--- config.mk ---
export PLATFORM = sky130hd
export DESIGN_NAME = game_top
export DESIGN_NICKNAME = d
export VERILOG_FILES = /design/src/logic/game_pkg.sv /design/src/logic/frame_if.sv /design/src/logic/button_debounce.sv /design/src/logic/game_top.sv /design/src/logic/matrix_scan.sv /design/src/logic/max7219_serializer.sv /design/src/logic/playfield.sv
export SDC_FILE = /design/constraint.sdc
export NUM_CORES = 1
export LEC_CHECK = 0
export ABC_CLOCK_PERIOD_IN_PS = 8200
export BUFFER_PORTS_ARGS = -buffer_cell sky130_fd_sc_hd__buf_2
export CORE_MARGIN = 2
export CORE_UTILIZATION = 42
export CTS_BUF_LIST = sky130_fd_sc_hd__clkbuf_4 sky130_fd_sc_hd__clkbuf_8
export CTS_CLUSTER_SIZE = 28
export DETAILED_ROUTE_END_ITERATION = 8
export MAX_ROUTING_LAYER = met4
export PLACE_DENSITY_LB_ADDON = 0.2
export SLEW_MARGIN = 20
export SYNTH_ARGS = -nofsm -noshare
export SYNTH_HDL_FRONTEND = slang
export SYNTH_SLANG_ARGS = --single-unit
--- constraint.sdc ---
create_clock -name clk -period 8.2 [get_ports clk]
set_input_delay 0.82 -clock clk [delete_from_list [all_inputs] [get_ports clk]]
set_output_delay 0.82 -clock clk [all_outputs]
set_load 0.05 [all_outputs]
--- src/logic/game_pkg.sv ---
//########################################
// Shared definitions of the matrix game
// Sizes, MAX7219 registers, LFSR constants
// and the command word seen two ways
//########################################
`default_nettype none

package game_pkg;

	// Matrix geometry
	localparam int MATRIX_SIZE = 8;

	// Bit c set means column c lit
	typedef logic [MATRIX_SIZE-1:0] row_t;
	typedef logic [2:0] row_idx_t;

	// ########################################
	// MAX7219 register addresses
	// Digits 1 to 8 use their own number
	localparam logic [3:0] REG_DECODE     = 4'h9;
	localparam logic [3:0] REG_INTENSITY  = 4'hA;
	localparam logic [3:0] REG_SCAN_LIMIT = 4'hB;
	localparam logic [3:0] REG_SHUTDOWN   = 4'hC;
	localparam logic [3:0] REG_TEST       = 4'hF;

	// Serializer shifts raw MSB first, scanner fills the fields
	typedef union packed {
		logic [15:0] raw;
		struct packed {
			logic [3:0] unused;
			logic [3:0] addr;
			logic [7:0] data;
		} fields;
	} max_word_u;

	// Game start values
	localparam logic [7:0] LFSR_SEED        = 8'hA5;
	localparam row_idx_t   PLAYER_START_COL = 3'd3;

endpackage

`default_nettype wire

--- src/logic/frame_if.sv ---
//########################################
// Picture of the playfield
// Game logic drives it, display scanner reads it
//########################################
`timescale 1ns/1ps
`default_nettype none

interface frame_if;

	// Obstacle rows, row 0 at the top
	game_pkg::row_t [game_pkg::MATRIX_SIZE-1:0] rows;
	// Player dot lives in the bottom row
	game_pkg::row_idx_t player_col;
	// Game state flags
	logic running;
	logic game_over;

	modport producer (output rows, player_col, running, game_over);
	modport consumer (input rows, player_col, running, game_over);

endinterface

`default_nettype wire

--- src/logic/button_debounce.sv ---
//########################################
// Debouncer for one active-low push button
// Gives a single-clock pulse per accepted press
//########################################
`timescale 1ns/1ps
`default_nettype none

module button_debounce #(
	parameter int DEBOUNCE_CYCLES = 50000
) (
	input  logic clk,
	input  logic arst_n,
	input  logic button_n,
	output logic press
);

	localparam int CNT_W = $clog2(DEBOUNCE_CYCLES + 1);

	logic [1:0] sync_n;
	logic level;
	logic accepted;
	logic [CNT_W-1:0] stable_cnt;
	logic settle;

	// Pressed level, high while held
	assign level = ~sync_n[1];
	// Last clock of a full stable window
	assign settle = (level != accepted) && (stable_cnt == CNT_W'(DEBOUNCE_CYCLES - 1));

	always_ff @(posedge clk or negedge arst_n) begin
		if (!arst_n) begin
			// Released button reads high
			sync_n     <= 2'b11;
			accepted   <= 1'b0;
			stable_cnt <= '0;
			press      <= 1'b0;
		end else begin
			sync_n <= {sync_n[0], button_n};
			press  <= settle && level;
			// Count only while the level differs from the accepted one
			if (level == accepted) begin
				stable_cnt <= '0;
			end else if (settle) begin
				accepted   <= level;
				stable_cnt <= '0;
			end else begin
				stable_cnt <= stable_cnt + 1'b1;
			end
		end
	end

endmodule

`default_nettype wire

--- src/logic/game_top.sv ---
//########################################
// Top level of the 8x8 obstacle game
// Buttons in, MAX7219 pins and game_over out
//########################################
`timescale 1ns/1ps
`default_nettype none

module game_top #(
	parameter int DEBOUNCE_CYCLES = 50000,
	parameter int STEP_CYCLES = 12500000,
	parameter int SCLK_DIV = 4,
	parameter logic [3:0] INTENSITY = 4'hA
) (
	input  logic clk,
	input  logic arst_n,
	input  logic start_button_n,
	input  logic left_button_n,
	input  logic right_button_n,
	output logic max7219_din,
	output logic max7219_ncs,
	output logic max7219_clk,
	output logic game_over
);

	logic start_press;
	logic left_press;
	logic right_press;
	logic word_valid;
	logic word_ready;
	game_pkg::max_word_u word;

	frame_if frame ();

	// ########################################
	// Buttons
	button_debounce #(.DEBOUNCE_CYCLES(DEBOUNCE_CYCLES)) u_start_db (
		.clk(clk), .arst_n(arst_n), .button_n(start_button_n), .press(start_press)
	);
	button_debounce #(.DEBOUNCE_CYCLES(DEBOUNCE_CYCLES)) u_left_db (
		.clk(clk), .arst_n(arst_n), .button_n(left_button_n), .press(left_press)
	);
	button_debounce #(.DEBOUNCE_CYCLES(DEBOUNCE_CYCLES)) u_right_db (
		.clk(clk), .arst_n(arst_n), .button_n(right_button_n), .press(right_press)
	);

	// ########################################
	// Game
	playfield #(.STEP_CYCLES(STEP_CYCLES)) u_playfield (
		.clk(clk), .arst_n(arst_n), .start(start_press),
		.move_left(left_press), .move_right(right_press), .frame(frame.producer)
	);

	assign game_over = frame.game_over;

	// ########################################
	// Display chain
	matrix_scan #(.INTENSITY(INTENSITY)) u_scan (
		.clk(clk), .arst_n(arst_n), .frame(frame.consumer),
		.word_ready(word_ready), .word_valid(word_valid), .word(word)
	);

	max7219_serializer #(.SCLK_DIV(SCLK_DIV)) u_serializer (
		.clk(clk), .arst_n(arst_n), .word_valid(word_valid), .word(word),
		.word_ready(word_ready), .max7219_din(max7219_din),
		.max7219_ncs(max7219_ncs), .max7219_clk(max7219_clk)
	);

endmodule

`default_nettype wire

--- src/logic/matrix_scan.sv ---
//########################################
// MAX7219 word sequencer
// Five setup words after reset, then endless
// refresh passes over digits 1 to 8
//########################################
`timescale 1ns/1ps
`default_nettype none

module matrix_scan #(
	parameter logic [3:0] INTENSITY = 4'hA
) (
	input  logic clk,
	input  logic arst_n,
	frame_if.consumer frame,
	input  logic word_ready,
	output logic word_valid,
	output game_pkg::max_word_u word
);

	localparam int LAST = game_pkg::MATRIX_SIZE - 1;
	localparam game_pkg::row_idx_t SETUP_LAST = 3'd4;
	localparam game_pkg::row_idx_t DIGIT_LAST = game_pkg::row_idx_t'(LAST);

	logic in_setup;
	game_pkg::row_idx_t idx;
	logic load;
	game_pkg::row_t [LAST:0] picture_live;
	game_pkg::row_t [LAST:0] picture_src;
	game_pkg::row_t [LAST:0] snapshot;
	game_pkg::max_word_u next_word;

	// Next word may go in when the slot is empty or draining
	assign load = !word_valid || word_ready;

	// Obstacles with the player dot in the bottom row
	always_comb begin
		picture_live = frame.rows;
		picture_live[LAST] = frame.rows[LAST] | (game_pkg::row_t'(1) << frame.player_col);
		// Digit 1 takes the live picture, the rest the snapshot
		picture_src = (idx == '0) ? picture_live : snapshot;
	end

	// ########################################
	// Word builder

	always_comb begin
		next_word.raw = '0;
		if (in_setup) begin
			case (idx)
				3'd0: next_word.fields.addr = game_pkg::REG_DECODE;
				3'd1: begin
					next_word.fields.addr = game_pkg::REG_INTENSITY;
					next_word.fields.data = {4'h0, INTENSITY};
				end
				3'd2: begin
					next_word.fields.addr = game_pkg::REG_SCAN_LIMIT;
					next_word.fields.data = 8'h07;
				end
				3'd3: begin
					next_word.fields.addr = game_pkg::REG_SHUTDOWN;
					next_word.fields.data = 8'h01;
				end
				default: next_word.fields.addr = game_pkg::REG_TEST;
			endcase
		end else begin
			// Digit k+1 holds column k, bit r from row r
			next_word.fields.addr = {1'b0, idx} + 4'd1;
			for (int r = 0; r <= LAST; r++) begin
				next_word.fields.data[r] = picture_src[r][idx];
			end
		end
	end

	// ########################################
	// Sequencer

	always_ff @(posedge clk or negedge arst_n) begin
		if (!arst_n) begin
			word_valid <= 1'b0;
			in_setup   <= 1'b1;
			idx        <= '0;
		end else if (load) begin
			word_valid <= 1'b1;
			if (in_setup && idx == SETUP_LAST) begin
				in_setup <= 1'b0;
				idx      <= '0;
			end else if (!in_setup && idx == DIGIT_LAST) begin
				idx <= '0;
			end else begin
				idx <= idx + 1'b1;
			end
		end
	end

	// Word and picture copy
	always_ff @(posedge clk) begin
		if (load) begin
			word <= next_word;
		end
		// Picture frozen for the whole pass
		if (load && !in_setup && idx == '0) begin
			snapshot <= picture_live;
		end
	end

endmodule

`default_nettype wire

--- src/logic/max7219_serializer.sv ---
//########################################
// Serial link to the MAX7219
// One 16-bit word per ncs frame, MSB first,
// 34 clk phases from accept to ready
//########################################
`timescale 1ns/1ps
`default_nettype none

module max7219_serializer #(
	parameter int SCLK_DIV = 4
) (
	input  logic clk,
	input  logic arst_n,
	input  logic word_valid,
	input  game_pkg::max_word_u word,
	output logic word_ready,
	output logic max7219_din,
	output logic max7219_ncs,
	output logic max7219_clk
);

	localparam int DIV_W = (SCLK_DIV > 1) ? $clog2(SCLK_DIV) : 1;
	// Phase 0 lead, 1 to 31 bits, 32 hold, 33 ncs high
	localparam logic [5:0] HOLD_PHASE = 6'd32;
	localparam logic [5:0] LAST_PHASE = 6'd33;

	logic busy;
	logic [DIV_W-1:0] div_cnt;
	logic [5:0] phase;
	logic [15:0] shift;

	assign word_ready  = !busy;
	// Fully shifted word leaves din low
	assign max7219_din = shift[15];

	always_ff @(posedge clk or negedge arst_n) begin
		if (!arst_n) begin
			busy        <= 1'b0;
			div_cnt     <= '0;
			phase       <= '0;
			shift       <= '0;
			max7219_ncs <= 1'b1;
			max7219_clk <= 1'b0;
		end else if (!busy) begin
			// Accept a word and open the frame
			if (word_valid) begin
				busy        <= 1'b1;
				div_cnt     <= '0;
				phase       <= '0;
				shift       <= word.raw;
				max7219_ncs <= 1'b0;
			end
		end else if (div_cnt != DIV_W'(SCLK_DIV - 1)) begin
			div_cnt <= div_cnt + 1'b1;
		end else begin
			div_cnt <= '0;
			if (phase == LAST_PHASE) begin
				busy <= 1'b0;
			end else begin
				phase <= phase + 1'b1;
				if (phase == HOLD_PHASE) begin
					// Rising ncs latches the word
					max7219_ncs <= 1'b1;
				end else if (phase[0]) begin
					// Falling edge, next bit onto din
					max7219_clk <= 1'b0;
					shift       <= {shift[14:0], 1'b0};
				end else begin
					max7219_clk <= 1'b1;
				end
			end
		end
	end

endmodule

`default_nettype wire

--- src/logic/playfield.sv ---
//########################################
// Game state of the falling obstacle game
// Step timer, LFSR, row registers, player and
// collision, published through frame_if
//########################################
`timescale 1ns/1ps
`default_nettype none

module playfield #(
	parameter int STEP_CYCLES = 12500000
) (
	input  logic clk,
	input  logic arst_n,
	input  logic start,
	input  logic move_left,
	input  logic move_right,
	frame_if.producer frame
);

	localparam int TIMER_W = $clog2(STEP_CYCLES + 1);
	localparam int LAST = game_pkg::MATRIX_SIZE - 1;
	localparam game_pkg::row_idx_t MAX_COL = game_pkg::row_idx_t'(LAST);

	logic [TIMER_W-1:0] step_timer;
	logic [7:0] lfsr;
	logic [7:0] lfsr_next;
	game_pkg::row_t new_top;
	game_pkg::row_idx_t col_next;
	logic step;
	logic hit;

	// ########################################
	// Next values

	always_comb begin
		// Shift left, taps 7 5 4 3
		lfsr_next = {lfsr[6:0], lfsr[7] ^ lfsr[5] ^ lfsr[4] ^ lfsr[3]};
		// Bit 3 decides if a new obstacle appears
		if (lfsr_next[3]) begin
			new_top = game_pkg::row_t'(1) << lfsr_next[2:0];
		end else begin
			new_top = '0;
		end
	end

	always_comb begin
		col_next = frame.player_col;
		// Frozen after a crash
		if (!frame.game_over) begin
			// Clamp at both edges, left wins a tie
			if (move_left && frame.player_col != '0) begin
				col_next = frame.player_col - 1'b1;
			end else if (move_right && frame.player_col != MAX_COL) begin
				col_next = frame.player_col + 1'b1;
			end
		end
	end

	// One step per STEP_CYCLES clocks of running
	assign step = frame.running && (step_timer == TIMER_W'(STEP_CYCLES - 1));
	// Row 6 becomes the new bottom row
	assign hit = frame.rows[LAST-1][col_next];

	// ########################################
	// State registers

	always_ff @(posedge clk or negedge arst_n) begin
		if (!arst_n) begin
			step_timer       <= '0;
			lfsr             <= game_pkg::LFSR_SEED;
			frame.rows       <= '0;
			frame.player_col <= game_pkg::PLAYER_START_COL;
			frame.running    <= 1'b0;
			frame.game_over  <= 1'b0;
		end else if (start) begin
			// Fresh game, same obstacle sequence each time
			step_timer       <= '0;
			lfsr             <= game_pkg::LFSR_SEED;
			frame.rows       <= '0;
			frame.player_col <= game_pkg::PLAYER_START_COL;
			frame.running    <= 1'b1;
			frame.game_over  <= 1'b0;
		end else begin
			frame.player_col <= col_next;
			if (step) begin
				step_timer <= '0;
				lfsr       <= lfsr_next;
				// Rows move down, old bottom row drops out
				frame.rows <= {frame.rows[LAST-1:0], new_top};
				// Obstacle lands on the player
				if (hit) begin
					frame.running   <= 1'b0;
					frame.game_over <= 1'b1;
				end
			end else if (frame.running) begin
				step_timer <= step_timer + 1'b1;
			end
		end
	end

endmodule

`default_nettype wire

After elaboration in Yosys (flattened, before gate mapping). Cells that the tools add are included.

Register bits: 269. Bits in latches: 0. Memory bits (writable): 0. Bits in read-only memories: 0. Input bits: 5. Output and inout port bits: 4. Logic and storage cells: 197. Memories: 0.

$add $sub $neg: 10. $mul: 0. Div/mod/pow operators: 0. Order comparisons: 2. Eq/ne operators: 24. Shift-type cells: 2. Multiplexer cells: 71. Bitwise gates (word level): 13. Reductions and logical operators: 32.

Operators with widths (count): $mux W16 (12); $mux W64 (3); $mux W24 (3); $add A16 B1 Y16 const B (3); $eq A16 B16 Y1 const B (3); $bmux W1 S3 (9); $mux W1 (25); $add A24 B1 Y24 const B (1); $eq A24 B24 Y1 const B (1); $mux W6 (4); $mux W8 (3); $mux W3 (6); $shl A1 B3 Y8 const A (2); $logic_and A1 B1 Y1 (13); $eq A6 B6 Y1 const B (2); $mux W12 (1); $ne A2 B2 Y1 const B (6); $pmux W3 S4 (1); $pmux W4 S3 (1); $reduce_and A2 Y1 (5); $not A1 Y1 (9); $lt A3 B4 Y1 const B (2); $or A8 B8 Y8 (1); $reduce_and A4 Y1 (2); other kinds (20) (36).

Depth between registers and ports, before layout.
Word-level depth: 10. Depth in mapped cells: 14.

By module. A second synthesis with hierarchy kept.

Cell total of the unflattened synthesis: 1115. Area total of the unflattened synthesis: 12612.1 um^2.

By module, submodules not included: playfield (times used 1, cells an instance 495, area each 4624.4 um^2, sequential area each 2534.9 um^2); matrix_scan (times used 1, cells an instance 235, area each 3654.8 um^2, sequential area each 2408.6 um^2); button_debounce at u_left_db ... (times used 2, cells an instance 93, area each 984.7 um^2, sequential area each 503.0 um^2); max7219_serializer (times used 1, cells an instance 110, area each 1431.4 um^2, sequential area each 676.9 um^2); button_debounce at u_start_db (times used 1, cells an instance 89, area each 932.1 um^2, sequential area each 503.0 um^2).

Worst setup path after synthesis. OpenSTA, ideal clock, no wires.

Kind: reg-to-reg. Start point: register u_scan.idx[0]. End point: register u_scan.snapshot[0] (netlist bit) (enable). Arrival: 3.646 ns. Data required time: 7.771 ns. Setup slack: 4.125 ns. Cell stages (with the launch flop): 11. Path buffers: 6. Cell sequence: dfrtp_1 -> buf_2 -> buf_2 -> buf_2 -> inv_1 -> ha_1 -> nor2b_4 -> buf_6 -> buf_6 -> buf_2 -> and3_1.

Word-level cells in the longest chain between the ends: 2.

Ends and longest elaborated chain: from (decl) (line matrix_scan.sv:25) `game_pkg::row_idx_t idx;`; from (signal assigned) (line matrix_scan.sv:90) `idx <= idx + 1'b1;`; $logic_not A3 Y1 (line matrix_scan.sv:101) `if (load && !in_setup && idx == '0) begin`; $logic_and A1 B1 Y1 (line matrix_scan.sv:101); to (signal assigned) (line matrix_scan.sv:102) `snapshot <= picture_live;`; to (decl) (line matrix_scan.sv:29) `game_pkg::row_t [LAST:0] snapshot;`.

No other way between the ends. A chain may end at the register's enable or synchronous reset.

==> results.txt <==
Counting every instance in the synthesized netlist gives 1112. The number of hold buffers added after CTS was 0. The predominant post-synthesis flop cell is sky130_fd_sc_hd__dfrtp_1. For the pin count of the biggest net entering global routing, the log shows 73.

Dividing the detail-routed via count by the number of cells gives 5.236. In this run, the combinational gates consume 13.5% of the power. After synthesis, flip-flops and latches occupy 57.89% of the total area.

The run gives 269 as the clock sink total. In the routed design, unresolved DRC markers number 0. The internal portion of the total power is 2.624 mW. The switching part of the total was 25.38%. In this run the power density over the cells is 254.6 nW/um^2. Input and output buffers added on the ports amount to 8. The run gives 12320 um^2 as the cell area after technology mapping. The count of flip-flops with a built-in enable after synthesis was 76.

The uppermost metal layer occupied by signal nets was met4. After filler insertion, the fill cell instance count of the layout stands at 2622. The max-slew violation count is 0, and the biggest cell delay along the critical path is 0.72 ns.

The fraction of synthesis flops using an asynchronous set or reset pin was 71.75%. The endpoint required time on the critical path is 8.52 ns. The analysis attributes to cell leakage a power of 5.860 nW. The worst setup path is captured at a flop.

The number of hold violations in the final report was 0; the die height was 175.2 um. After the flow finishes, the layout carries non-filler instances totaling 1544. The first TritonRoute pass finished after 5 iterations. The H-tree was split into 2 levels. The critical path's most frequent cell is sky130_fd_sc_hd__mux4_2.

The congestion estimate from routability-driven global placement came to 0.7896. The layout overhead on the synthesized area was 12.14%. After detailed placement, the design holds a cell count of 1453.

After detailed routing, the total wire length is 23.99 mm. The tool flagged a number of max-cap violations equal to 0. The post-synth net total is 1138, and the max-slew headroom at the worst pin is 35.47%. Clock tree synthesis inserted a total of 48 buffers. The run finished with clean final reports. The routed length per instance works out to 15.54 um. Once detail routing completed, the nets flagged for antenna violations numbered 0. The first global-routing pass estimated 40.92 mm of wire. The floorplan step defined a die boundary enclosing 30710 um^2. The slew at the pin closest to its max-slew limit came out at 0.9679 ns.

The floorplan has 62 rows. The maximum fanout along the worst path is 37, and the total global routing track utilization is 16.62%. The post-layout minimum cycle time came out at 3.668 ns.

The via total after detailed routing is 8084, and the count of final setup violators is 0. The ratio of final minimum period to clock period came out at 44.73%. The run gives 145.6 uV as the maximum vdd drop.

Timing would allow up to 272.6 MHz. In this run, post-CTS repair resized a total of 0 instances. Setup repair after global routing left no endpoint under its margin. Synthesis inferred 269 register bits. The number of distinct library cell variants in the gate-level netlist after synthesis was 59.

The critical path class was reg2reg. For the effective utilization at floorplan, the log shows 42.79%. The number of ports placed on the die boundary is 9. After the last flow step, the layout net total stands at 1146.

The total global routing overflow is 0. The longest clock path from root to sink contains 3 buffers. The floorplan step defined a core boundary enclosing 28780 um^2.

For this run, the number of Yosys warnings is 0. The path class of the tightest hold or removal check is in2async. The clock latency on the worst-skew pair is 0.57 ns. The die is 175.2 um wide. The largest individual stage delay along the critical path comes from the cell sky130_fd_sc_hd__dfrtp_2.

Detailed route wirelength on metal2: 10.81 mm. The detailed router put a total of 11.80 mm of wire on met1. Data on the critical path arrives at its endpoint at 3.99 ns. The clock network fraction of design power came out at 40.5%.

The tree is rooted in a sky130_fd_sc_hd__clkbuf_8. The HPWL after detailed placement came out at 14.76 mm. The sequential share of power was 46.0%. After clock tree synthesis, the clock-pin slew on the worst setup and hold paths is 0.06 ns. 0 antenna diodes ended up in the layout. The number of global-route vias before repair is 7941, and the starting DRC count in detailed routing is 506. After synthesis, the mean cell area works out to 11.08 um^2. The leading cell type in the layout, fill and taps excluded is sky130_fd_sc_hd__nand2_1.

Setup total negative slack on the finished layout was measured at 0 ns. The wire length on met3 is 983 um, and the switching component of the power is 0.8926 mW. The critical path goes through inv_1, ha_1, nor2b_4, buf_16, mux4_2, mux4_2, a22o_1.

Cells with a size suffix above 1 make up 14.40% of the layout. The library cells used most frequently in the layout, excluding fill and tap cells, are 180 x sky130_fd_sc_hd__nand2_1, 177 x sky130_fd_sc_hd__dfrtp_1, 119 x sky130_fd_sc_hd__nor2_1, 86 x sky130_fd_sc_hd__a21oi_1, 76 x sky130_fd_sc_hd__edfxtp_1. The clock tree skew after final layout was 0.02863 ns; the buffer count from post-CTS setup fixing was 0.

TritonCTS built the clock tree. The type of element launching the critical path was a flop. For the number of antenna violations at the first check in global routing, the log shows 0.
## power groups by stage
stage | combinational (mW) | sequential, mW | clock [mW]
floorplan | 0.402 | 1.60 | 0
global placement | 0.460 | 1.64 | 0
detailed placement | 0.469 | 1.64 | 0
CTS | 0.470 | 1.62 | 1.47
global route | 0.533 | 1.63 | 1.53
finish | 0.476 | 1.62 | 1.42
## per-layer routing
layer	vias up	global-route usage, %
li1	3895	-
met1	4010	23.13
met2	141	24.85
met3	38	3.264
met4	0	4.792
met5	-	-
## flip-flops by register name, indices dropped and copies added (netlist names), 3 cells and up
| register | count |
|---|---|
| u_serializer.shift | 16 |
| u_playfield.lfsr | 8 |
| u_scan.word | 12 |
| u_left_db.stable_cnt | 16 |
| u_playfield.frame.rows | 64 |
| u_playfield.step_timer | 24 |
| u_start_db.stable_cnt | 16 |
| u_scan.idx | 3 |
| u_serializer.phase | 6 |
| u_scan.snapshot | 64 |
| u_playfield.frame.player_col | 3 |
| u_right_db.stable_cnt | 16 |
## worst paths after layout
path                                           startpoint                                     to  slack (ns)  cells after the start
min reg2reg                u_start_db.sync_n[0]$_DFF_PN1_         u_start_db.sync_n[1]$_DFF_PN1_        0.36                      0
min                                                arst_n  u_playfield.step_timer[9]$_DFFE_PN0P_        0.26                      1
max in group asynchronous                          arst_n             u_start_db.press$_DFF_PN0_        6.59                      2
min in group clk                           right_button_n         u_right_db.sync_n[0]$_DFF_PN1_        0.35                      1
max reg2reg                     u_scan.idx[0]$_DFFE_PN0N_               u_scan.word[2]$_DFFE_PN_        4.53                      7
max                             u_scan.idx[0]$_DFFE_PN0N_               u_scan.word[2]$_DFFE_PN_        4.53                      7
## layout make-up
type | instances | area, um^2 | share of cell area, %
sequential | 269 | 7132 | 51.64
multi-input combinational | 753 | 4806 | 34.80
timing repair buffer | 18 | 143.9 | 1.042
clock inverter | 13 | 176.4 | 1.277
tap | 384 | 480.5 | 3.479
clock buffer | 77 | 959.7 | 6.949
inverter | 30 | 112.6 | 0.8154
## cell families (layout without fill, tap and decap cells)
logic type | after synthesis | count (layout) | synth area share [%]
AOI/OAI and AO/OA | 157 | 157 | 7.508
xor gates and xnor gates | 75 | 75 | 5.334
adders and majority gates | 21 | 21 | 2.133
buffers and inverters | 90 | 138 | 3.180
DFF | 269 | 269 | 57.89
muxes | 53 | 53 | 7.579
other | 1 | 1 | 0.03045
and+or+nand+nor | 446 | 446 | 16.35
## Yosys cell counts (2+ instances only)
| cell type | number | area (um^2) |
|---|---|---|
| sky130_fd_sc_hd__and2_1 | 6 | 37.54 |
| sky130_fd_sc_hd__ha_1 | 21 | 262.8 |
| sky130_fd_sc_hd__o221ai_1 | 2 | 17.52 |
| sky130_fd_sc_hd__nand3_1 | 40 | 200.2 |
| sky130_fd_sc_hd__o211ai_1 | 4 | 30.03 |
| sky130_fd_sc_hd__edfxtp_1 | 76 | 2282 |
| sky130_fd_sc_hd__a21o_1 | 8 | 60.06 |
| sky130_fd_sc_hd__nor4_1 | 5 | 31.28 |
| sky130_fd_sc_hd__nor3b_1 | 2 | 15.01 |
| sky130_fd_sc_hd__nand2b_1 | 11 | 68.82 |
| sky130_fd_sc_hd__clkbuf_1 | 33 | 123.9 |
| sky130_fd_sc_hd__o21ai_0 | 19 | 95.09 |
| sky130_fd_sc_hd__a32oi_1 | 5 | 43.79 |
| sky130_fd_sc_hd__o31ai_1 | 4 | 30.03 |
| sky130_fd_sc_hd__a21oi_1 | 87 | 435.4 |
| sky130_fd_sc_hd__or2_2 | 3 | 18.77 |
| sky130_fd_sc_hd__a22o_1 | 3 | 26.28 |
| sky130_fd_sc_hd__dfrtp_1 | 179 | 4479 |
| sky130_fd_sc_hd__a211oi_1 | 4 | 30.03 |
| sky130_fd_sc_hd__mux2i_1 | 19 | 190.2 |
| sky130_fd_sc_hd__mux4_2 | 32 | 720.7 |
| sky130_fd_sc_hd__and4_1 | 4 | 35.03 |
| sky130_fd_sc_hd__nand3b_1 | 4 | 30.03 |
| sky130_fd_sc_hd__xnor2_1 | 28 | 245.2 |
| sky130_fd_sc_hd__dfstp_2 | 14 | 367.9 |
| sky130_fd_sc_hd__nand2_1 | 180 | 675.7 |
| sky130_fd_sc_hd__nor4b_1 | 4 | 35.03 |
| sky130_fd_sc_hd__buf_6 | 3 | 33.78 |
| sky130_fd_sc_hd__a22oi_1 | 3 | 22.52 |
| sky130_fd_sc_hd__mux2_2 | 2 | 22.52 |
| sky130_fd_sc_hd__or3_1 | 3 | 18.77 |
| sky130_fd_sc_hd__buf_2 | 22 | 110.1 |
| sky130_fd_sc_hd__a31oi_1 | 3 | 18.77 |
| sky130_fd_sc_hd__xor2_1 | 47 | 411.6 |
| sky130_fd_sc_hd__nor2b_1 | 6 | 37.54 |
| sky130_fd_sc_hd__nor3_1 | 20 | 100.1 |
| sky130_fd_sc_hd__inv_1 | 29 | 108.9 |
| sky130_fd_sc_hd__o22ai_1 | 5 | 31.28 |
| sky130_fd_sc_hd__nand4_1 | 15 | 93.84 |
| sky130_fd_sc_hd__nor2_1 | 119 | 446.7 |
| sky130_fd_sc_hd__and3_1 | 20 | 125.1 |
## through the flow
step	power (mW)	hold slack (ns)	worst slack, ns	util [%]	cell area [um^2]
detailed placement	2.111	0.3472	4.080	43.94	12650
finish	3.517	0.2566	4.532	47.99	13810
global placement	2.102	0.3464	4.214	43.94	12650
floorplan	2.007	0.3452	4.125	-	12320
global route	3.696	0.2737	4.300	47.99	13810
CTS	3.557	0.2432	4.101	47.89	13780
## critical path: cells and delay by family (launching register included)
family / cells / cell delay (ns)
simple gates: 1 / 0.59
buf+inv: 2 / 0.58
fa+ha+maj: 1 / 0.30
compound gates: 1 / 0.19
mux: 2 / 1.00
flops: 1 / 0.72
No activity file was read; power rests on OpenSTA's default activity.
